===== src/source/axil_pkg.sv =====
// AXI4-Lite bus widths, response codes and channel payload types shared by RTL and testbench
package axil_pkg;

    localparam int ADDR_W = 16;
    localparam int DATA_W = 32;
    // one strobe bit per byte lane
    localparam int STRB_W = DATA_W / 8;

    typedef logic [ADDR_W-1:0] addr_t;
    typedef logic [DATA_W-1:0] data_t;
    typedef logic [STRB_W-1:0] strb_t;
    typedef logic [1:0]        resp_t;

    localparam resp_t RESP_OKAY   = 2'b00;
    localparam resp_t RESP_DECERR = 2'b11;

    typedef struct packed {
        addr_t addr;
    } aw_payload_t;

    typedef struct packed {
        data_t data;
        strb_t strb;
    } w_payload_t;

    typedef struct packed {
        resp_t resp;
    } b_payload_t;

    typedef struct packed {
        addr_t addr;
    } ar_payload_t;

    typedef struct packed {
        data_t data;
        resp_t resp;
    } r_payload_t;

endpackage


===== src/source/axil_address_decoder.sv =====
// splits the AXI4-Lite address space over two RAM ports and answers unmapped accesses itself
`timescale 1ns/10ps

module axil_address_decoder import axil_pkg::*; #(
    parameter int RAM_ADDR_W = 10
) (
    input  logic  clk,
    input  logic  rst,
    input  addr_t s_awaddr,
    input  logic  s_awvalid,
    output logic  s_awready,
    input  data_t s_wdata,
    input  strb_t s_wstrb,
    input  logic  s_wvalid,
    output logic  s_wready,
    output resp_t s_bresp,
    output logic  s_bvalid,
    input  logic  s_bready,
    input  addr_t s_araddr,
    input  logic  s_arvalid,
    output logic  s_arready,
    output data_t s_rdata,
    output resp_t s_rresp,
    output logic  s_rvalid,
    input  logic  s_rready,
    output addr_t m0_awaddr,
    output logic  m0_awvalid,
    input  logic  m0_awready,
    output data_t m0_wdata,
    output strb_t m0_wstrb,
    output logic  m0_wvalid,
    input  logic  m0_wready,
    input  resp_t m0_bresp,
    input  logic  m0_bvalid,
    output logic  m0_bready,
    output addr_t m0_araddr,
    output logic  m0_arvalid,
    input  logic  m0_arready,
    input  data_t m0_rdata,
    input  resp_t m0_rresp,
    input  logic  m0_rvalid,
    output logic  m0_rready,
    output addr_t m1_awaddr,
    output logic  m1_awvalid,
    input  logic  m1_awready,
    output data_t m1_wdata,
    output strb_t m1_wstrb,
    output logic  m1_wvalid,
    input  logic  m1_wready,
    input  resp_t m1_bresp,
    input  logic  m1_bvalid,
    output logic  m1_bready,
    output addr_t m1_araddr,
    output logic  m1_arvalid,
    input  logic  m1_arready,
    input  data_t m1_rdata,
    input  resp_t m1_rresp,
    input  logic  m1_rvalid,
    output logic  m1_rready
);

    localparam addr_t OFFSET_MASK = addr_t'((1 << RAM_ADDR_W) - 1);

    // ST_ERR is the wait cycle before a locally generated decode error
    typedef enum logic [1:0] {ST_IDLE, ST_FWD, ST_ERR, ST_ERR_RESP} state_t;

    state_t wr_state, rd_state;
    addr_t  aw_region, ar_region;
    addr_t  wr_addr, rd_addr;
    data_t  wr_data;
    strb_t  wr_strb;
    logic   wr_sel, rd_sel;
    logic   aw_pend, w_pend, ar_pend;
    logic   wr_accept, rd_accept;
    logic   wr_fwd, rd_fwd;

    assign aw_region = s_awaddr >> RAM_ADDR_W;
    assign ar_region = s_araddr >> RAM_ADDR_W;

    // write side: aw and w are taken together, one transaction at a time
    assign wr_accept = (wr_state == ST_IDLE) && s_awvalid && s_wvalid;
    assign wr_fwd    = (wr_state == ST_FWD);
    assign s_awready = wr_accept;
    assign s_wready  = wr_accept;

    assign m0_awaddr  = wr_addr;
    assign m1_awaddr  = wr_addr;
    assign m0_wdata   = wr_data;
    assign m1_wdata   = wr_data;
    assign m0_wstrb   = wr_strb;
    assign m1_wstrb   = wr_strb;
    assign m0_awvalid = wr_fwd && aw_pend && !wr_sel;
    assign m1_awvalid = wr_fwd && aw_pend && wr_sel;
    assign m0_wvalid  = wr_fwd && w_pend && !wr_sel;
    assign m1_wvalid  = wr_fwd && w_pend && wr_sel;
    assign m0_bready  = wr_fwd && !wr_sel && s_bready;
    assign m1_bready  = wr_fwd && wr_sel && s_bready;

    assign s_bvalid = (wr_state == ST_ERR_RESP) || (wr_fwd && (wr_sel ? m1_bvalid : m0_bvalid));
    assign s_bresp  = (wr_state == ST_ERR_RESP) ? RESP_DECERR : (wr_sel ? m1_bresp : m0_bresp);

    always_ff @(posedge clk) begin
        if (wr_accept) begin
            wr_addr <= s_awaddr & OFFSET_MASK;
            wr_data <= s_wdata;
            wr_strb <= s_wstrb;
            wr_sel  <= aw_region[0];
        end

        if (rst) begin
            wr_state <= ST_IDLE;
            aw_pend  <= 1'b0;
            w_pend   <= 1'b0;
        end else begin
            case (wr_state)
                ST_IDLE: begin
                    if (wr_accept) begin
                        wr_state <= (aw_region < 2) ? ST_FWD : ST_ERR;
                        aw_pend  <= (aw_region < 2);
                        w_pend   <= (aw_region < 2);
                    end
                end
                ST_FWD: begin
                    if (wr_sel ? m1_awready : m0_awready) begin
                        aw_pend <= 1'b0;
                    end
                    if (wr_sel ? m1_wready : m0_wready) begin
                        w_pend <= 1'b0;
                    end
                    if (s_bvalid && s_bready) begin
                        wr_state <= ST_IDLE;
                    end
                end
                ST_ERR:      wr_state <= ST_ERR_RESP;
                ST_ERR_RESP: if (s_bready) wr_state <= ST_IDLE;
                default:     wr_state <= ST_IDLE;
            endcase
        end
    end

    // read side mirrors the write side
    assign rd_accept = (rd_state == ST_IDLE) && s_arvalid;
    assign rd_fwd    = (rd_state == ST_FWD);
    assign s_arready = rd_accept;

    assign m0_araddr  = rd_addr;
    assign m1_araddr  = rd_addr;
    assign m0_arvalid = rd_fwd && ar_pend && !rd_sel;
    assign m1_arvalid = rd_fwd && ar_pend && rd_sel;
    assign m0_rready  = rd_fwd && !rd_sel && s_rready;
    assign m1_rready  = rd_fwd && rd_sel && s_rready;

    assign s_rvalid = (rd_state == ST_ERR_RESP) || (rd_fwd && (rd_sel ? m1_rvalid : m0_rvalid));
    assign s_rresp  = (rd_state == ST_ERR_RESP) ? RESP_DECERR : (rd_sel ? m1_rresp : m0_rresp);
    assign s_rdata  = (rd_state == ST_ERR_RESP) ? '0 : (rd_sel ? m1_rdata : m0_rdata);

    always_ff @(posedge clk) begin
        if (rd_accept) begin
            rd_addr <= s_araddr & OFFSET_MASK;
            rd_sel  <= ar_region[0];
        end

        if (rst) begin
            rd_state <= ST_IDLE;
            ar_pend  <= 1'b0;
        end else begin
            case (rd_state)
                ST_IDLE: begin
                    if (rd_accept) begin
                        rd_state <= (ar_region < 2) ? ST_FWD : ST_ERR;
                        ar_pend  <= (ar_region < 2);
                    end
                end
                ST_FWD: begin
                    if (rd_sel ? m1_arready : m0_arready) begin
                        ar_pend <= 1'b0;
                    end
                    if (s_rvalid && s_rready) begin
                        rd_state <= ST_IDLE;
                    end
                end
                ST_ERR:      rd_state <= ST_ERR_RESP;
                ST_ERR_RESP: if (s_rready) rd_state <= ST_IDLE;
                default:     rd_state <= ST_IDLE;
            endcase
        end
    end

endmodule


===== config.mk =====
export PLATFORM = sky130hd
export DESIGN_NAME = axil_address_decoder
export DESIGN_NICKNAME = d
export VERILOG_FILES = /design/src/source/axil_pkg.sv /design/src/source/axil_address_decoder.sv
export SDC_FILE = /design/constraint.sdc
export NUM_CORES = 1
export LEC_CHECK = 0
export ABC_AREA = 1
export ABC_CLOCK_PERIOD_IN_PS = 11400
export BUFFER_PORTS_ARGS = -buffer_cell sky130_fd_sc_hd__buf_4
export CELL_PAD_IN_SITES_DETAIL_PLACEMENT = 1
export CELL_PAD_IN_SITES_GLOBAL_PLACEMENT = 2
export CORE_MARGIN = 2
export CORE_UTILIZATION = 19
export CTS_CLUSTER_SIZE = 16
export DETAILED_ROUTE_END_ITERATION = 10
export GPL_ROUTABILITY_DRIVEN = 0
export PLACE_DENSITY_LB_ADDON = 0.1
export SLEW_MARGIN = 20
export SYNTH_ARGS = -nofsm -noshare
export SYNTH_HDL_FRONTEND = slang
export SYNTH_SLANG_ARGS = --single-unit

===== constraint.sdc =====
create_clock -name clk -period 11.4 [get_ports clk]
set_input_delay 2.28 -clock clk [delete_from_list [all_inputs] [get_ports clk]]
set_output_delay 2.28 -clock clk [all_outputs]
set_load 0.05 [all_outputs]

* Word level (Yosys, flattened, before mapping)
Cells that the tools add are included.
Operators by class: multiplexer cells 29, reduce and logical (&&, ||, !) cells 37, order comparisons 2, equality and inequality tests 15
Operator list (number):
- $mux W32 | 2
- $logic_and A1 B1 Y1 | 24
- $mux W2 | 12
- $pmux W2 S4 | 2
- $reduce_and A3 Y1 | 5
- $lt A6 B2 Y1 const B | 2
- $mux W1 | 10
- $ne A2 B1 Y1 const B | 5
- $eq A2 B2 Y1 const B | 4
- $ne A2 B2 Y1 const B | 4
- $pmux W1 S2 | 3
- $eq A2 B1 Y1 const B | 2
- $logic_not A2 Y1 | 2
- $reduce_bool A2 Y1 | 2
- $logic_not A1 Y1 | 2
- $logic_or A1 B1 Y1 | 2
Storage, ports and cells: register bits after elaboration 65, input bits 157, logic and storage cells 94, output and inout port bits 187

* Depth between registers and ports, before layout
Gate-level depths: netlist of run 1.
depth in word-level cells 6, gate-level depth with buffers 9, depth with buffers taken out 8

* Worst setup path before layout of run 1
Ideal clock, no wire load.
path kind input port to output port, start point in s_wvalid, end point out s_wready, required time 9.120 ns, path buffers 1, data arrival time 7.300 ns, path slack 1.820 ns, stages 3, cell sequence nand2_1 nor3_1 buf_4
Between the ends: longest elaborated chain between the ends 1
RTL lines:
- from (decl) | RTL line axil_address_decoder.sv:14 | input logic s_wvalid,
- $logic_and A1 B1 Y1 | RTL line axil_address_decoder.sv:81 | assign wr_accept = (wr_state == ST_IDLE) && s_awvalid && s_wvalid;
- to (decl) | RTL line axil_address_decoder.sv:15 | output logic s_wready,
Every way passes these cells.

* Worst setup path in the final report of run 1
Same ends and word-level chain as after synthesis.

==> results of run 1 <==
## routing by layer
metal / vias up / GRT usage / part of all wire
li1: 1621 / - / -
met1: 1571 / 0.132 / 0.33
met2: 186 / 0.264 / 0.56
met3: 14 / 0.0488 / 0.087
met4: 0 / 0.0451 / 0.019
met5: - / 0 / 0
## cells in the final DEF (no fill, tap or decap)
cell type   instances
conb_1             24
nor2_4              1
nand4_1             1
a31oi_2             2
o21ai_0            34
clkinvlp_4          3
dfxtp_1             7
inv_6               2
edfxtp_1           58
nor2_2              1
nand3b_1            1
buf_4             322
nor2_1             97
nor3_2              1
nand2_1            41
o21a_1              1
clkinv_2            3
inv_1              13
inv_2               3
clkbuf_16           9
a21oi_1             4
nand3_1            10
## logic make-up (layout without fill, tap and decap cells)
family          Yosys count  count (layout)  synth area share
compound gates           41              41            0.0648
buf+inv                 108             355             0.211
flops                    65              65             0.547
other cells               1              24           0.00109
simple gates            153             153             0.176
## metrics by stage
stage               std cells  area [µm²]  total power [mW]  setup slack, ns
global placement          851        5580             0.654             5.64
finish                    867        5850             0.895             5.67
detailed placement        851        5580             0.657             5.62
CTS                       867        5850             0.910             5.62
floorplan                 391        3520             0.551             1.82
global route              867        5850             0.938             5.51
## report_power, final
part	switching [mW]	internal, mW	total, mW	leakage [nW]
clock network	0.101	0.146	0.247	0.128
registers	0.0125	0.282	0.295	0.594
logic	0.246	0.107	0.353	2.08
## synthesized netlist by cell type, types with 2 or more instances
cell	n	area [µm²]
a21oi_1	4	20.0
a31oi_2	2	25.0
buf_2	5	25.0
buf_4	82	616
clkbuf_1	3	11.3
dfxtp_1	7	140
edfxtp_1	58	1740
inv_1	13	48.8
inv_2	3	11.3
nand2_1	41	154
nand3_1	10	50.1
nor2_1	97	364
o21ai_0	34	170
## sequential cells by signal, indices dropped and copies added (netlist names)
| register | cells |
|---|---|
| m0_wdata | 32 |
| m0_araddr | 10 |
| m0_awaddr | 10 |
| m0_wstrb | 4 |
| rd_state | 2 |
| wr_state | 2 |
| ar_pend | 1 |
| aw_pend | 1 |
| rd_sel | 1 |
| w_pend | 1 |
| wr_sel | 1 |
## worst max path at each step
| stage | startpoint | to | slack (ns) | cells after the start |
|---|---|---|---|---|
| finish | s_wvalid | s_wready | 5.67 | 5 |
| global route | s_wvalid | s_wready | 5.51 | 5 |
| CTS | s_wvalid | s_wready | 5.62 | 5 |
| detailed placement | s_wvalid | s_wready | 5.62 | 5 |
| global placement | s_wvalid | s_wready | 5.64 | 5 |
| floorplan | s_wvalid | s_wready | 1.82 | 3 |
## worst max-delay path, stage by stage
cell and delay (ns):
buf_4 0.08, nand2_1 0.11, nor3_2 0.12, buf_4 0.53, buf_4 0.31
## layout make-up
cell class                      instances  share of cell area
Timing Repair Buffer                  322               0.413
Clock buffer                            9              0.0385
Clock inverter                          7             0.00792
Sequential cell                        65               0.322
Tap cell                              229              0.0490
Multi-Input combinational cell        218               0.158
Inverter                               17              0.0118
==> results_dict.tcl, run 1 <==
set metrics [dict create \
    status "finished clean" \
    synth-main-ff-cell "edfxtp_1" \
    cts_tree "yes" \
    drc 0 \
    cts_hold_buf 0 \
    routed_wl_um 13600 \
    start_util 0.193 \
    required_ns 9.12 \
    vias 3392 \
    pin_count 344 \
    dpl.hpwl_um 11300 \
    num_rows 49 \
    worstHoldStart "ar_pend$_SDFFE_PP0P_" \
    end_kind "output port" \
    clock_latency_ns 0.33 \
    grt_overflow 0 \
    grt_max_degree 50 \
    synth_edf_count 58 \
    final-hold-violation-count 0 \
    yosys.cell_types.count 22 \
    worst_setup_path_start_kind "input pin" \
    ys_ff_latch 65 \
    die_h_um 139 \
    leakage_nw 2.81 \
    fin_skew_ns 0.00689 \
    viasPerCell 3.91 \
    antenna_cells 0 \
    cap_violations 0 \
    antenna_found_initial 0 \
    firstDrtPassIters 4 \
    peakVddDrop_mv 0.0588 \
    ff_latch_area_um2 1880 \
    fin_setup_tns_ns 0 \
    ff2ff_path_depth 7 \
    die_width_um 139 \
    drive_gt1_frac 0.544 \
    dieArea_um2 19200 \
    postCtsSetupRepairBufs 0 \
    period_share 0.503 \
    cts_buffer_depth 2 \
    holdPathStages 2 \
    hold_slack_ns 0.517 \
    h-tree-depth 3 \
    clkSinkCount 65 \
    setup_viol_count_final 0 \
    grt_pass1_vias 3447 \
    crit_fanout 49 \
    cts_root_buffer "clkbuf_16" \
    async_flop_share 0 \
    rsz0062_at_grt "no" \
    yosysWarnings 0 \
    fmax_ghz 0.174 \
    hold_end "ar_pend$_SDFFE_PP0P_" \
    rrSetupSlack_ns 9.80 \
    wire_per_inst_um 15.7 \
    arrival_ns 3.45 \
    synthCells 368 \
    multi_input_area_um2 922 \
    drtIter0Drc 100 \
    nets 790 \
    maxSlewViolCount 0 \
    clk_pin_slew_ns 0.06 \
    final_util 0.328 \
    grt.total_usage 0.136 \
    areaGrowthSynthToFinish_pct 70.1 \
    period_minus_slack_ns 5.73 \
    path_class "in -> out" \
    synth_area_um2 3440 \
    synth-seq-area-share 0.547 \
    numCtsBuffers 9 \
    timing.rr.end "rd_state[1]$_SDFFE_PP0P_" \
    core_region_area_um2 17800 \
    powerDensity_nw_per_um2 153 \
    ant_nets 0 \
    r2r_start "rd_sel$_DFFE_PP_" \
    min_path_type "reg -> reg" \
    avgSynthCellArea_um2 9.34 \
    tightestPinTransition_ns 1.05 \
    grt_pass1_wl_um 20100 \
    cts_resized 0 \
    max_slew_margin 0.301 \
    io_buffers 319 \
    n_fill_cell 2092 \
]
No activity file was read; power rests on OpenSTA's default activity.
==> run 2, diff against run 1 <==
Settings changed: ABC_AREA 1 to 0, ABC_CLOCK_PERIOD_IN_PS 11400 to 5400.
Clock period 11.4 ns to 5.4 ns, I/O delays scaled along.
==> run 2 against run 1 <==
Combinational power grew 67%. Synthesized area is 0.18% higher. Non-clock buffer count increased by 1. Via count decreased by 11%. First-iteration DRC count shrank 5.0%. Synthesized cell count down 22%. Critical path type unchanged. Cell count down 9.3%. Wire length decreased by 8.4%. Hold slack improved by 0.00086 ns. Clock skew about the same.
==> results_dict.tcl, run 2 <==
set metrics [dict create \
    synth-main-ff-cell "edfxtp_1" \
    h-tree-depth 3 \
    crit_fanout 14 \
    drive_gt1_frac 0.618 \
    numCtsBuffers 9 \
    hold_slack_ns 0.518 \
    antenna_cells 0 \
    worstHoldStart "ar_pend$_SDFFE_PP0P_" \
    r2r_start "wr_state[0]$_SDFFE_PP0P_" \
    synth_edf_count 58 \
    grt.total_usage 0.123 \
    end_kind "output port" \
    layout_common_cells "323 x buf_4, 58 x edfxtp_1, 42 x mux2i_1" \
    final-hold-violation-count 0 \
    antenna_found_initial 0 \
    routed_wl_um 12400 \
    fmax_ghz 0.315 \
    cts_root_buffer "clkbuf_16" \
    nets 709 \
    cts_tree "yes" \
    yosysWarnings 0 \
    grt_pass1_vias 3151 \
    viasPerCell 3.86 \
    setup_viol_count_final 0 \
    areaGrowthSynthToFinish_pct 72.3 \
    grt_max_degree 43 \
    timing.rr.end "m0_wdata[20]$_DFFE_PP_" \
    firstDrtPassIters 4 \
    synth.most_common_cell "buf_4" \
    path_class "in -> out" \
    arrival_ns 2.10 \
    rrSetupSlack_ns 3.48 \
    ant_nets 0 \
    synthCells 288 \
    n_fill_cell 2038 \
    drc 0 \
    status "finished clean" \
    vias 3033 \
    rsz0062_at_grt "no" \
    grt_overflow 0 \
    postCtsSetupRepairBufs 0 \
    period_minus_slack_ns 3.18 \
    min_path_type "reg -> reg" \
    tightestPinTransition_ns 0.639 \
    die_h_um 139 \
    crit_start "s_wvalid" \
    wire_per_inst_um 15.8 \
    cts_resized 0 \
    start_util 0.192 \
    synth_area_leaders "edfxtp_1 51%, buf_4 18%, mux2i_1 12%" \
    layout.cells.most_common "buf_4" \
    clk_pin_slew_ns 0.06 \
    die_width_um 139 \
    pin_count 344 \
    synth-seq-area-share 0.546 \
    fin_skew_ns 0.00715 \
    avgSynthCellArea_um2 12.0 \
    largest_register_ffs 32 \
    dpl.hpwl_um 10400 \
    clkSinkCount 65 \
    holdPathStages 2 \
    hold_end "ar_pend$_SDFFE_PP0P_" \
    synthTopCellsByCount "81 x buf_4, 58 x edfxtp_1, 42 x mux2i_1" \
    num_rows 49 \
    ff2ff_path_depth 2 \
    async_flop_share 0 \
    cap_violations 0 \
    ys_ff_latch 65 \
    core_region_area_um2 17900 \
    drtIter0Drc 95 \
    cts_hold_buf 0 \
    dieArea_um2 19200 \
    leakage_nw 2.86 \
    yosys.cell_types.count 32 \
    powerDensity_nw_per_um2 314 \
    power.total_mw 1.86 \
    cts_buffer_depth 2 \
    period_share 0.589 \
    fin_setup_tns_ns 0 \
    required_ns 4.32 \
    synth_area_um2 3440 \
    clock_latency_ns 0.33 \
    max_slew_margin 0.573 \
    grt_pass1_wl_um 18000 \
    maxSlewViolCount 0 \
    synth_area_leader_cell "edfxtp_1" \
    peakVddDrop_mv 0.124 \
    io_buffers 319 \
    yosysTopAreaCellShare 0.506 \
    worst_setup_path_start_kind "input pin" \
]
[run 2: cell families after synthesis]
| family | share of synthesized area |
|---|---|
| AO/OA/AOI/OAI | 0.0352 |
| buffers and inverters | 0.197 |
| flip-flops | 0.546 |
| multiplexers | 0.122 |
| other | 0.00109 |
| AND/OR/NAND/NOR | 0.0984 |
[run 2: how the worst max path moves through the flow]
stage | cells after the start | slack, ns | endpoint
after floorplan | 3 | 0.26 | s_wready
after global placement | 4 | 2.19 | s_awready
after detailed placement | 4 | 2.18 | s_awready
after CTS | 4 | 2.11 | s_rvalid
after global routing | 4 | 2.06 | s_rvalid
final | 4 | 2.22 | s_awready
[run 2: critical path: stages]
cell and delay (ns):
buf_4 0.08, nand2_1 0.10, nor3_4 0.51, buf_4 0.32
[run 2: per-stage QoR]
step	setup WS (ns)	cell area (µm²)	util	instances
2_1_floorplan	0.261	3540	-	311
3_3_place_gp	2.19	5590	0.312	770
3_5_place_dp	2.18	5590	0.312	770
4_1_cts	2.11	5940	0.332	786
5_1_grt	2.06	5940	0.332	786
6_report	2.22	5940	0.332	786
[run 2: layer usage]
layer  part of all wire  track usage  vias up  routed length, µm
met1               0.34        0.121     1386               4230
met2               0.54        0.236      210               6740
met3               0.10       0.0470       13               1250
li1                   -            -     1424                  -
met4              0.018       0.0436        0                219
met5                  0            0        -                  0
[run 2: power breakdown]
group	total, mW	internal, mW	switching, mW	leakage [nW]
clock	0.670	0.453	0.217	0.163
combinational	0.589	0.195	0.394	2.10
sequential	0.604	0.582	0.0219	0.598
total	1.86	1.23	0.633	2.86
[run 2: layout make-up]
class | instances | area [µm²] | area share
tap | 229 | 287 | 0.0483
sequential | 65 | 1880 | 0.317
inverter | 3 | 11.3 | 0.00190
clock buffer | 10 | 229 | 0.0386
multi-input combinational | 150 | 987 | 0.166
timing repair buffer | 323 | 2420 | 0.409
clock inverter | 6 | 115 | 0.0194
