### src/source/axil_pkg.sv
// AXI4-Lite bus widths, response codes and channel payload types shared by RTL and testbench
package axil_pkg;

    localparam int ADDR_W = 16;
    localparam int DATA_W = 32;
    // one strobe bit per byte lane
    localparam int STRB_W = DATA_W / 8;

    typedef logic [ADDR_W-1:0] addr_t;
    typedef logic [DATA_W-1:0] data_t;
    typedef logic [STRB_W-1:0] strb_t;
    typedef logic [1:0]        resp_t;

    localparam resp_t RESP_OKAY   = 2'b00;
    localparam resp_t RESP_DECERR = 2'b11;

    typedef struct packed {
        addr_t addr;
    } aw_payload_t;

    typedef struct packed {
        data_t data;
        strb_t strb;
    } w_payload_t;

    typedef struct packed {
        resp_t resp;
    } b_payload_t;

    typedef struct packed {
        addr_t addr;
    } ar_payload_t;

    typedef struct packed {
        data_t data;
        resp_t resp;
    } r_payload_t;

endpackage

### src/source/axil_skid_buffer.sv
// two-entry register stage for one valid/ready channel, used once per channel by the register slice
`timescale 1ns/10ps

module axil_skid_buffer #(
    parameter type payload_t = logic
) (
    input  logic     clk,
    input  logic     rst,
    input  payload_t in_data,
    input  logic     in_valid,
    output logic     in_ready,
    output payload_t out_data,
    output logic     out_valid,
    input  logic     out_ready
);

    payload_t main_data;
    payload_t skid_data;
    logic     main_valid;
    logic     skid_valid;
    logic     in_ready_reg;
    logic     in_xfer;
    logic     main_free;
    logic     main_valid_next;
    logic     skid_valid_next;

    assign in_xfer   = in_valid && in_ready_reg;
    // main register empties or hands its item on this cycle
    assign main_free = !main_valid || out_ready;

    assign in_ready  = in_ready_reg;
    assign out_data  = main_data;
    assign out_valid = main_valid;

    // skid only ever holds an item while main is full, so it never takes input when main frees
    always_comb begin
        if (main_free) begin
            main_valid_next = skid_valid || in_xfer;
            skid_valid_next = 1'b0;
        end else begin
            main_valid_next = 1'b1;
            skid_valid_next = skid_valid || in_xfer;
        end
    end

    always_ff @(posedge clk) begin
        if (main_free) begin
            main_data <= skid_valid ? skid_data : in_data;
        end else if (in_xfer) begin
            skid_data <= in_data;
        end

        if (rst) begin
            main_valid   <= 1'b0;
            skid_valid   <= 1'b0;
            in_ready_reg <= 1'b0;
        end else begin
            main_valid   <= main_valid_next;
            skid_valid   <= skid_valid_next;
            in_ready_reg <= !(main_valid_next && skid_valid_next);
        end
    end

endmodule

### src/source/axil_register_slice.sv
// AXI4-Lite register slice that puts one skid buffer on each of the five channels
`timescale 1ns/10ps

module axil_register_slice import axil_pkg::*; (
    input  logic  clk,
    input  logic  rst,

    // upstream side, from the external master
    input  addr_t s_awaddr,
    input  logic  s_awvalid,
    output logic  s_awready,
    input  data_t s_wdata,
    input  strb_t s_wstrb,
    input  logic  s_wvalid,
    output logic  s_wready,
    output resp_t s_bresp,
    output logic  s_bvalid,
    input  logic  s_bready,
    input  addr_t s_araddr,
    input  logic  s_arvalid,
    output logic  s_arready,
    output data_t s_rdata,
    output resp_t s_rresp,
    output logic  s_rvalid,
    input  logic  s_rready,

    // downstream side, towards the decoder
    output addr_t m_awaddr,
    output logic  m_awvalid,
    input  logic  m_awready,
    output data_t m_wdata,
    output strb_t m_wstrb,
    output logic  m_wvalid,
    input  logic  m_wready,
    input  resp_t m_bresp,
    input  logic  m_bvalid,
    output logic  m_bready,
    output addr_t m_araddr,
    output logic  m_arvalid,
    input  logic  m_arready,
    input  data_t m_rdata,
    input  resp_t m_rresp,
    input  logic  m_rvalid,
    output logic  m_rready
);

    aw_payload_t aw_in, aw_out;
    w_payload_t  w_in, w_out;
    b_payload_t  b_in, b_out;
    ar_payload_t ar_in, ar_out;
    r_payload_t  r_in, r_out;

    // forward channels
    assign aw_in.addr = s_awaddr;
    assign m_awaddr   = aw_out.addr;
    assign w_in.data  = s_wdata;
    assign w_in.strb  = s_wstrb;
    assign m_wdata    = w_out.data;
    assign m_wstrb    = w_out.strb;
    assign ar_in.addr = s_araddr;
    assign m_araddr   = ar_out.addr;

    // response channels run the other way
    assign b_in.resp  = m_bresp;
    assign s_bresp    = b_out.resp;
    assign r_in.data  = m_rdata;
    assign r_in.resp  = m_rresp;
    assign s_rdata    = r_out.data;
    assign s_rresp    = r_out.resp;

    axil_skid_buffer #(.payload_t(aw_payload_t)) aw_skid (
        .clk(clk), .rst(rst),
        .in_data(aw_in), .in_valid(s_awvalid), .in_ready(s_awready),
        .out_data(aw_out), .out_valid(m_awvalid), .out_ready(m_awready)
    );

    axil_skid_buffer #(.payload_t(w_payload_t)) w_skid (
        .clk(clk), .rst(rst),
        .in_data(w_in), .in_valid(s_wvalid), .in_ready(s_wready),
        .out_data(w_out), .out_valid(m_wvalid), .out_ready(m_wready)
    );

    axil_skid_buffer #(.payload_t(b_payload_t)) b_skid (
        .clk(clk), .rst(rst),
        .in_data(b_in), .in_valid(m_bvalid), .in_ready(m_bready),
        .out_data(b_out), .out_valid(s_bvalid), .out_ready(s_bready)
    );

    axil_skid_buffer #(.payload_t(ar_payload_t)) ar_skid (
        .clk(clk), .rst(rst),
        .in_data(ar_in), .in_valid(s_arvalid), .in_ready(s_arready),
        .out_data(ar_out), .out_valid(m_arvalid), .out_ready(m_arready)
    );

    axil_skid_buffer #(.payload_t(r_payload_t)) r_skid (
        .clk(clk), .rst(rst),
        .in_data(r_in), .in_valid(m_rvalid), .in_ready(m_rready),
        .out_data(r_out), .out_valid(s_rvalid), .out_ready(s_rready)
    );

endmodule

### config.mk
export PLATFORM = sky130hd
export DESIGN_NAME = axil_register_slice
export DESIGN_NICKNAME = d
export VERILOG_FILES = /design/src/source/axil_pkg.sv /design/src/source/axil_skid_buffer.sv /design/src/source/axil_register_slice.sv
export SDC_FILE = /design/constraint.sdc
export NUM_CORES = 1
export LEC_CHECK = 0
export ABC_AREA = 0
export BUFFER_PORTS_ARGS = -buffer_cell sky130_fd_sc_hd__buf_2
export CAP_MARGIN = 20
export CORE_AREA = 10 10 166 168
export DETAILED_ROUTE_END_ITERATION = 10
export DIE_AREA = 0 0 176 178
export PLACE_DENSITY = 0.62
export SLEW_MARGIN = 0
export SYNTH_ARGS = -nofsm -noshare
export SYNTH_HDL_FRONTEND = slang
export SYNTH_SLANG_ARGS = --single-unit
### constraint.sdc
create_clock -name clk -period 7.2 [get_ports clk]
set_clock_uncertainty 0.05 [all_clocks]
set_input_delay 1.44 -clock clk [delete_from_list [all_inputs] [get_ports clk]]
set_output_delay 1.44 -clock clk [all_outputs]
set_load 0.01 [all_outputs]
Word-level counts from Yosys, hierarchy flattened --
Cells that the tools add are included.
Storage, ports and cells: register bits 223, bits of input ports 116, output and inout bits 114, word-level logic and storage cells 84
Operators by class: multiplexer cells 15, bitwise logic cells 5, reduce and logical (&&, ||, !) cells 35
Operators with widths (number):
- 36-bit two-way mux | 1
- 34-bit two-way mux | 1
- 16-bit two-way mux | 2
- 1-bit logical AND | 10
- 1-bit logical NOT | 10
- 1-bit logical OR | 10
- 1-bit two-way mux | 10
- 2-bit AND reduction | 5
- 1-bit inverter | 5
- 2-bit two-way mux | 1

Logic depth before layout (Yosys ltp) --
Gate-level depths: netlist of run 1.
depth after elaboration 5, mapped depth 3, depth with buffers taken out 2

By module --
Synthesis of run 1 repeated with hierarchy kept, for this count alone.
Second synthesis, totals: cell total of the unflattened synthesis 374, area total of the unflattened synthesis 8440.6 µm²
Modules (own cells, without submodules):
- axil_skid_buffer at w_skid | instances 1, cells each 122, area each 2850.2 µm², seq. area each 2222.1 µm²
- axil_skid_buffer at r_skid | instances 1, cells each 116, area each 2707.6 µm², seq. area each 2102.0 µm²
- axil_skid_buffer at ar_skid ... | instances 2, cells each 60, area each 1308.8 µm², seq. area each 1021.0 µm²
- axil_skid_buffer at b_skid | instances 1, cells each 16, area each 265.3 µm², seq. area each 180.2 µm²

Worst setup path after synthesis of run 1 --
OpenSTA, ideal clock, no wires.
kind in2reg, from input port m_wready, to register w_skid.skid_data[0] (netlist name) (enable), library setup time 429 ps, arrival time 4037 ps, required time 6721 ps, path slack 2684 ps, cell stages on the path 2, buffers on the path 0, path through nand2b_1 > nor2_1
Between the ends: word-level cells in the longest chain between the ends 3
RTL lines:
- from (decl) | RTL line axil_register_slice.sv:34 | input logic m_wready,
- 1-bit logical OR | RTL line axil_skid_buffer.sv:29 | assign main_free = !main_valid || out_ready;
- 1-bit inverter (no line)
- 2-bit AND reduction (no line)
- to (signal assigned) | RTL line axil_skid_buffer.sv:50 | skid_data <= in_data;
- to (decl) | RTL line axil_skid_buffer.sv:18 | payload_t skid_data;
Every way passes these cells. A chain may end at the register's enable or synchronous reset.

Final worst setup path of run 1 --
from input port m_wready, to register w_skid.skid_data[32] (netlist name) (enable)
Between the ends: word-level cells in the longest chain between the ends 3
RTL lines:
- 1-bit logical OR | RTL line axil_skid_buffer.sv:29
- net w_skid.main_free | RTL line axil_skid_buffer.sv:23 | logic main_free;
- 1-bit inverter (no line)
- 2-bit AND reduction (no line)
The timed path passes the listed nets, and every way through them passes these cells.

==> flow_results.org, run 1 <==
** Logic synthesis
- Total nets after synthesis :: around 490
- The synthesized design contains 223 register bits.
- The cell count after synthesis came out at 375.
- Share of the yosys chip area belonging to registers :: 77.89%
- Unique masters post-synth :: 13
- Synthesized area divided by synthesized cell count :: 22.41 um^2
- For this run, the number of Yosys warnings is 0.
- Synth Cell Area :: 8404 um^2

** Clock tree
- Clock tree synthesis found a total of 223 sinks.
- Number of buffers on the longest clock path :: 3
- The number of clock buffers added by TritonCTS is 24.
- For the worst-skew pair, the clock arrives at the later sink with an insertion delay of 0.51 ns.
- After clock tree synthesis, the flow added hold-fix buffers numbering 0.
- The root buffer cell chosen for the clock tree is sky130_fd_sc_hd__clkbuf_16.
- After clock tree synthesis, the repair step resized 0 gates.
- CTS built an H-tree with a depth of 1.
- TritonCTS built the clock tree.
- Setup Fix Bufs, Post-CTS :: 0
- Clock-pin slew was measured on the worst setup and hold paths at 0.06 ns.

** STA
- Max transition margin :: 32.49%
- The number of hold-slack violations in the final timing report came to 0.
- Achievable frequency :: 0.3173 GHz
- Time the worst path needs with I/O delays and setup :: roughly 3.2 ns
- Final max-slew violation count :: 0
- Final-layout worst hold slack :: between 0.4 and 0.5 ns
- At the pin with the least slew margin, the transition time is 1.013 ns.
- # setup viols final :: 0
- In the finished design, the share of the clock period the worst path needs comes to about 44%.
- Unrepaired setup endpoints after global routing :: no
- Setup total negative slack :: 0 ns

** Detailed routing
- Dividing the detail-routed wire length by the instance count gives 18.55 um.
- Count of unresolved DRC violations after routing :: 0
- WL final :: 17770 um
- Number of nets with antenna violations after detailed routing :: 0
- Length of the first detailed-routing pass in iterations :: 4
- Number of vias after detailed routing :: 4197
- Routed via count divided by cell count :: 4.381
- The first routing iteration left 217 violations.

** Global routing
- The via count of the first global-routing pass came to 4684.
- Summed over all layers, the global routing overflow is 0.
- Wire length of the first global-routing pass :: 27280 um
- Pin count of the biggest net entering global routing :: 41
- The initial antenna violation count came to 0.
- Total routing usage reported by global routing :: between 10% and 20%

** Floorplan
- Die span in x :: 176 um
- For this configuration, the core starts out at a cell density of 34.86%.
- The floorplan has 57 rows.
- Boundary pin count :: 230
- In this run the vertical extent of the chip is 178 um.
- The region available for standard cell placement spans 24110 um^2.
- DIE AREA :: between 30000 and 40000 um^2

** Layout
- From synthesis to final layout, the design area changed by 26.07%.
- Number of fill cells in the layout :: 2150
- Excluding fillers, the count of instances in the completed layout stands at 958.
- Utilization of the core after routing :: 43.95%
- The number of antenna diodes in the final layout is 0.
- In the final design database the tool counted about 740 nets.
- Layout cell share with drive strength beyond 1 :: 59.94%

** Placed design
- Cell count after placement :: 917
- The HPWL after detailed placement is 13040 um.
- Final weighted congestion in routability-driven placement :: 0.8087
- Port buffering added 229 buffers.

** Critical path
- For the worst setup path, the data required time is 7.27 ns.
- STA classifies the critical path endpoint as a flop.
- STA classifies the critical path startpoint as an input port.
- By startpoint and endpoint, the worst setup path is classified as in -> reg.
- Startpoint of the most critical setup path :: m_wready
- Of all nets on the critical path, the largest fanout is 40.
- Crit path DAT :: between 3 and 4 ns
- Worst R2R Start :: w_skid.out_valid$_SDFF_PP0_

** Hold path
- Min-delay src :: w_skid.skid_data[24]$_DFFE_PP_
- HP Class :: reg -> reg

** Power and ir drop
- Static power due to leakage :: 4.136 nW
- Dividing total power by cell area gives a power density of 269.6 nW/um^2.
- Total power consumption of the routed design :: 2.856 mW
- Worst supply voltage drop on vdd :: between 200 and 250 uV

** Job
- The tool flagged a number of max-cap violations equal to 0.

** Outcome
- The flow ran to the end, and the final reports show no timing, DRC or antenna violations.
==> power breakdown <==
group / total, mW / switching [mW] / internal [mW]
Sequential: 1.49 / 0.0177 / 1.47
Clock: 1.19 / 0.468 / 0.718
Combinational: 0.181 / 0.0884 / 0.0922
==> metrics by stage <==
stage	cell area, um^2	setup WS, ns
after floorplan	8404	2.684
after global placement	9801	3.542
after detailed placement	9801	3.459
after CTS	10560	3.993
after global routing	10600	3.826
final	10600	4.049
==> layout by cell type (no fill, tap or decap) <==
cell type,Yosys,layout
sky130_fd_sc_hd__nand2b_1,5,3
sky130_fd_sc_hd__buf_4,0,2
sky130_fd_sc_hd__dfxtp_2,0,2
sky130_fd_sc_hd__clkbuf_8,0,2
sky130_fd_sc_hd__nand2_1,5,5
sky130_fd_sc_hd__o21ba_2,5,5
sky130_fd_sc_hd__bufinv_16,0,2
sky130_fd_sc_hd__nand2b_2,0,2
sky130_fd_sc_hd__nor3_1,5,5
sky130_fd_sc_hd__clkinv_1,0,2
sky130_fd_sc_hd__clkbuf_16,0,25
sky130_fd_sc_hd__buf_12,6,2
sky130_fd_sc_hd__a21oi_1,10,10
sky130_fd_sc_hd__dfxtp_1,15,13
sky130_fd_sc_hd__buf_2,1,229
sky130_fd_sc_hd__nor2_4,0,2
sky130_fd_sc_hd__clkinv_2,0,3
sky130_fd_sc_hd__mux2_2,24,24
sky130_fd_sc_hd__nor2_1,5,3
sky130_fd_sc_hd__clkbuf_1,0,5
sky130_fd_sc_hd__mux2_4,80,80
sky130_fd_sc_hd__edfxtp_1,208,208
==> worst max-delay path: stages <==
cell and delay (ns):
sky130_fd_sc_hd__buf_2 0.09, sky130_fd_sc_hd__nand2b_2 0.66, sky130_fd_sc_hd__nor2_4 1.01
==> area by class of cell <==
class,instances,area (um^2),share of cell area [%]
Clock inverter,7,82.58,0.7794
Timing Repair Buffer,233,1201,11.34
Clock buffer,32,671.9,6.341
Sequential cell,223,6549,61.81
Multi-Input combinational cell,139,1685,15.91
Tap cell,324,405.4,3.826
==> worst paths after layout <==
check	to	slack, ns	cells past startpoint
setup / recovery	w_skid.skid_data[32]$_DFFE_PP_	4.05	3
hold / removal	w_skid.out_data[24]$_DFFE_PP_	0.49	1
setup reg to reg	w_skid.skid_data[32]$_DFFE_PP_	4.83	2
hold reg to reg	w_skid.out_data[24]$_DFFE_PP_	0.49	1
==> metal layers <==
| metal | track usage, % | up-vias | routed length [um] |
|---|---|---|---|
| met5 | 0 | - | 0 |
| met4 | 3.956 | 0 | 501 |
| met3 | 3.700 | 30 | 1369 |
| met2 | 18.81 | 153 | 8876 |
| met1 | 12.35 | 2052 | 7026 |
| li1 | - | 1962 | - |
==> Yosys cell counts <==
cell type / number / area share [%]
sky130_fd_sc_hd__nor3_1: 5 / 0.30
sky130_fd_sc_hd__buf_12: 6 / 1.4
sky130_fd_sc_hd__nor2_1: 5 / 0.22
sky130_fd_sc_hd__buf_6: 6 / 0.80
sky130_fd_sc_hd__edfxtp_1: 208 / 74
sky130_fd_sc_hd__mux2_2: 24 / 3.2
sky130_fd_sc_hd__nand2_1: 5 / 0.22
sky130_fd_sc_hd__o21ba_2: 5 / 0.60
sky130_fd_sc_hd__mux2_4: 80 / 14
sky130_fd_sc_hd__buf_2: 1 / 0.059
sky130_fd_sc_hd__a21oi_1: 10 / 0.60
sky130_fd_sc_hd__dfxtp_1: 15 / 3.6
sky130_fd_sc_hd__nand2b_1: 5 / 0.37
==> logic make-up (layout without fill, tap and decap cells) <==
group	after synthesis	in the layout	synth area share (%)
flops	223	223	77.89
mux	104	104	17.51
simple gates	20	20	1.117
compound gates	15	15	1.191
buf+inv	13	272	2.293
Power figures use the tool's default switching activity.
==> run 2: changes to the inputs <==
- PLACE_DENSITY: 0.62 -> 0.64
- clock period: 7.2 -> 2.7 ns (I/O delays scaled with it)
==> run 2 against run 1 <==
Effect of this change:
- die area unchanged
- critical path depth down 2
- first-iteration DRC count is 6.9% lower
- sequential share of layout area down 0.57 points
- combinational power rose to 2.7 times the previous value
- wire length fell by 1.1%
- clock power grew to 2.7 times the previous value
- register-to-register slack worse by 3.8 ns
- setup slack worse by 3.0 ns
- core utilization grew 0.41 points
- non-clock buffer count rose by 7
- worst hold slack got worse by 0.32 ns
- critical endpoint is now ar_skid.out_data[3]$_DFFE_PP_
==> flow_results.org, run 2 (synthesized netlist as in run 1, its figures left out) <==
** STA
- Counting I/O delays and the setup requirement, the final critical path takes 1.671 ns.
- The transition time at the pin with the least slew margin came to 0.9615 ns (-0.05117 ns).
- Achievable frequency :: 0.5985 GHz
- The accumulated negative setup slack is 0 ns (unchanged).
- Final max-slew violation count :: 0 (unchanged)
- # setup viols final :: 0 (unchanged)
- The relative max-transition margin was 35.81% (+3.3 points).
- Share of the clock period used by the worst path after layout :: between 60% and 70%
- Hold violation count in the final report :: 0 (unchanged)
- Unrepaired setup endpoints after global routing :: no

** Power and ir drop
- The overall power was 7.715 mW (+170%).
- The static power due to leakage came to 4.186 nW (+1.2%).
- The worst supply voltage drop on vdd is 440.3 uV (+110%).
- The power per cell area came to 721.4 nW/um^2 (+170%).

** Clock tree
- Clock Latency Late Sink :: 0.51 ns (about the same)
- The number of levels in the clock H-tree is 1 (unchanged).
- The number of sinks driven by the clock tree came to 223 (unchanged).
- The clock-pin slew reported for the worst setup and hold paths after clock tree synthesis came to 0.06 ns (about the same).
- TritonCTS built the clock tree.
- The post-CTS setup buffer count was 0 (unchanged).
- Root Buffer :: sky130_fd_sc_hd__clkbuf_16
- Resized cells post-CTS :: 0 (unchanged)
- Number of buffers on the longest clock path :: 3 (unchanged)
- Number of clock buffers inserted by TritonCTS :: 25 (+4.2%)
- CTS hold repair buffers :: 0 (unchanged)

** Detailed routing
- Count of unresolved DRC violations after routing :: 0 (unchanged)
- The average wire length per cell after detail routing came to 18.10 um (-2.4%).
- Length of the first detailed-routing pass in iterations :: 5 (+1)
- Number of vias after detailed routing :: 4245 (+1.1%)
- Number of nets with antenna violations after detailed routing :: 0 (unchanged)
- The total wire length is 17580 um (-1.1%).
- Routed via count divided by cell count :: 4.372 (-0.21%)
- Violation count after the first detailed-route iteration :: 202 (-6.9%)

** Global routing
- The overall fraction of global-route tracks in use came to 10.46% (-0.44 points).
- Wire length of the first global-routing pass :: 26480 um (-2.9%)
- The initial antenna violation count came to 1 (+1).
- The via count of the first global-routing pass came to 4591 (-2.0%).
- Pin count of the biggest net entering global routing :: 40 (-2.4%)
- Remaining global-route overflow :: 0 (unchanged)

** Layout
- Area used by multi-input combinational logic :: 1685 um^2 (unchanged)
- Most common library cell in the layout ignoring fill and taps :: sky130_fd_sc_hd__buf_2
- Number of fill cells in the layout :: 2165 (+0.70%)
- Count of antenna diodes in the layout :: 0 (unchanged)
- Layout cell share with drive strength beyond 1 :: 60.59% (+0.65 points)
- The final-stage net count came to 745 (+1.1%).
- Area growth from synthesis to layout :: 27.24%
- Commonest non-fill, non-tap cells in the layout :: sky130_fd_sc_hd__buf_2 (229), sky130_fd_sc_hd__edfxtp_1 (208), sky130_fd_sc_hd__mux2_4 (80)
- The total area of sequential cells came to 6549 um^2 (unchanged).

** Critical path
- WS Path Type :: reg -> reg
- The highest fanout seen on the critical path is 17 (-57%).
- Required time at the endpoint of the critical path :: 2.91 ns (-4.36 ns)
- Crit path DAT :: 1.88 ns (-1.34 ns)
- The buffer and inverter count on the worst path came to 0 (-1).
- The worst setup path is launched from a flop.
- The delay of the slowest cell on the worst path was 0.95 ns (-0.06 ns).
- Cell family with most CP delay :: flip-flops
- Critical path cell sequence :: mux2_2
- Sort of element at the end of the critical path :: flop
- The slowest stage of the critical path belongs to the cell sky130_fd_sc_hd__dfxtp_1.

** Floorplan
- Boundary pin count :: 230 (unchanged)
- Core box area :: 24110 um^2 (unchanged)
- Die span in x :: 176 um (unchanged)
- The overall die height is 178 um (unchanged).
- The die area came to 31330 um^2 (unchanged).
- Initial core utilization :: 34.86% (unchanged)
- The count of standard-cell rows came to 57 (unchanged).

** Outcome
- The run finished with clean final reports.

** Job
- The count of max-cap constraint violations came to 0 (unchanged).

** Hold path
- HP Class :: in -> reg

** Placed design
- The estimated wirelength of the detail-placed design came to 12910 um (-0.99%).
- Final weighted congestion in routability-driven placement :: 0.7425 (-8.2%)
- Buffers added on ports :: 229 (unchanged)
==> run 2: layout make-up <==
type                       instances  area share (%)
clock inverter                    11           1.041
tap                              324           3.791
sequential                       223           61.24
clock buffer                      34           6.447
multi-input combinational        139           15.76
timing repair buffer             240           11.72
==> run 2: final timing paths <==
path	end	slack, ns	from	cells after the start
max	ar_skid.out_data[3]$_DFFE_PP_	1.03	ar_skid.skid_valid$_SDFF_PP0_	1
min	ar_skid.skid_data[1]$_DFFE_PP_	0.16	s_araddr[1]	1
max reg2reg	ar_skid.out_data[3]$_DFFE_PP_	1.03	ar_skid.skid_valid$_SDFF_PP0_	1
min reg2reg	b_skid.out_data[0]$_DFFE_PP_	0.49	b_skid.skid_data[0]$_DFFE_PP_	1
==> run 2: power by group <==
group | internal (mW) | switching, mW | total [mW]
combinational | 0.250 | 0.235 | 0.485
sequential | 3.92 | 0.0429 | 3.97
clock | 1.98 | 1.29 | 3.26
==> run 2: layer usage <==
layer | share of wire, % | GRT usage [%] | vias to the layer above
met3 | 9.7 | 4.503 | 29
met2 | 47 | 16.99 | 177
met5 | 0.040 | 0 | -
met4 | 1.7 | 2.614 | 2
li1 | - | - | 1983
met1 | 41 | 12.58 | 2054
==> run 2: stage by stage <==
step	instances	setup slack (ns)	utilization, %	instance area, um^2	hold WS (ns)
after floorplan	375	0.05252	-	8419	0.4731
after global placement	926	0.8695	41.04	9893	0.4783
after detailed placement	926	0.8144	41.04	9893	0.4812
after CTS	971	1.004	44.36	10690	0.1363
after global routing	971	0.9628	44.36	10690	0.1325
final	971	1.029	44.36	10690	0.1649
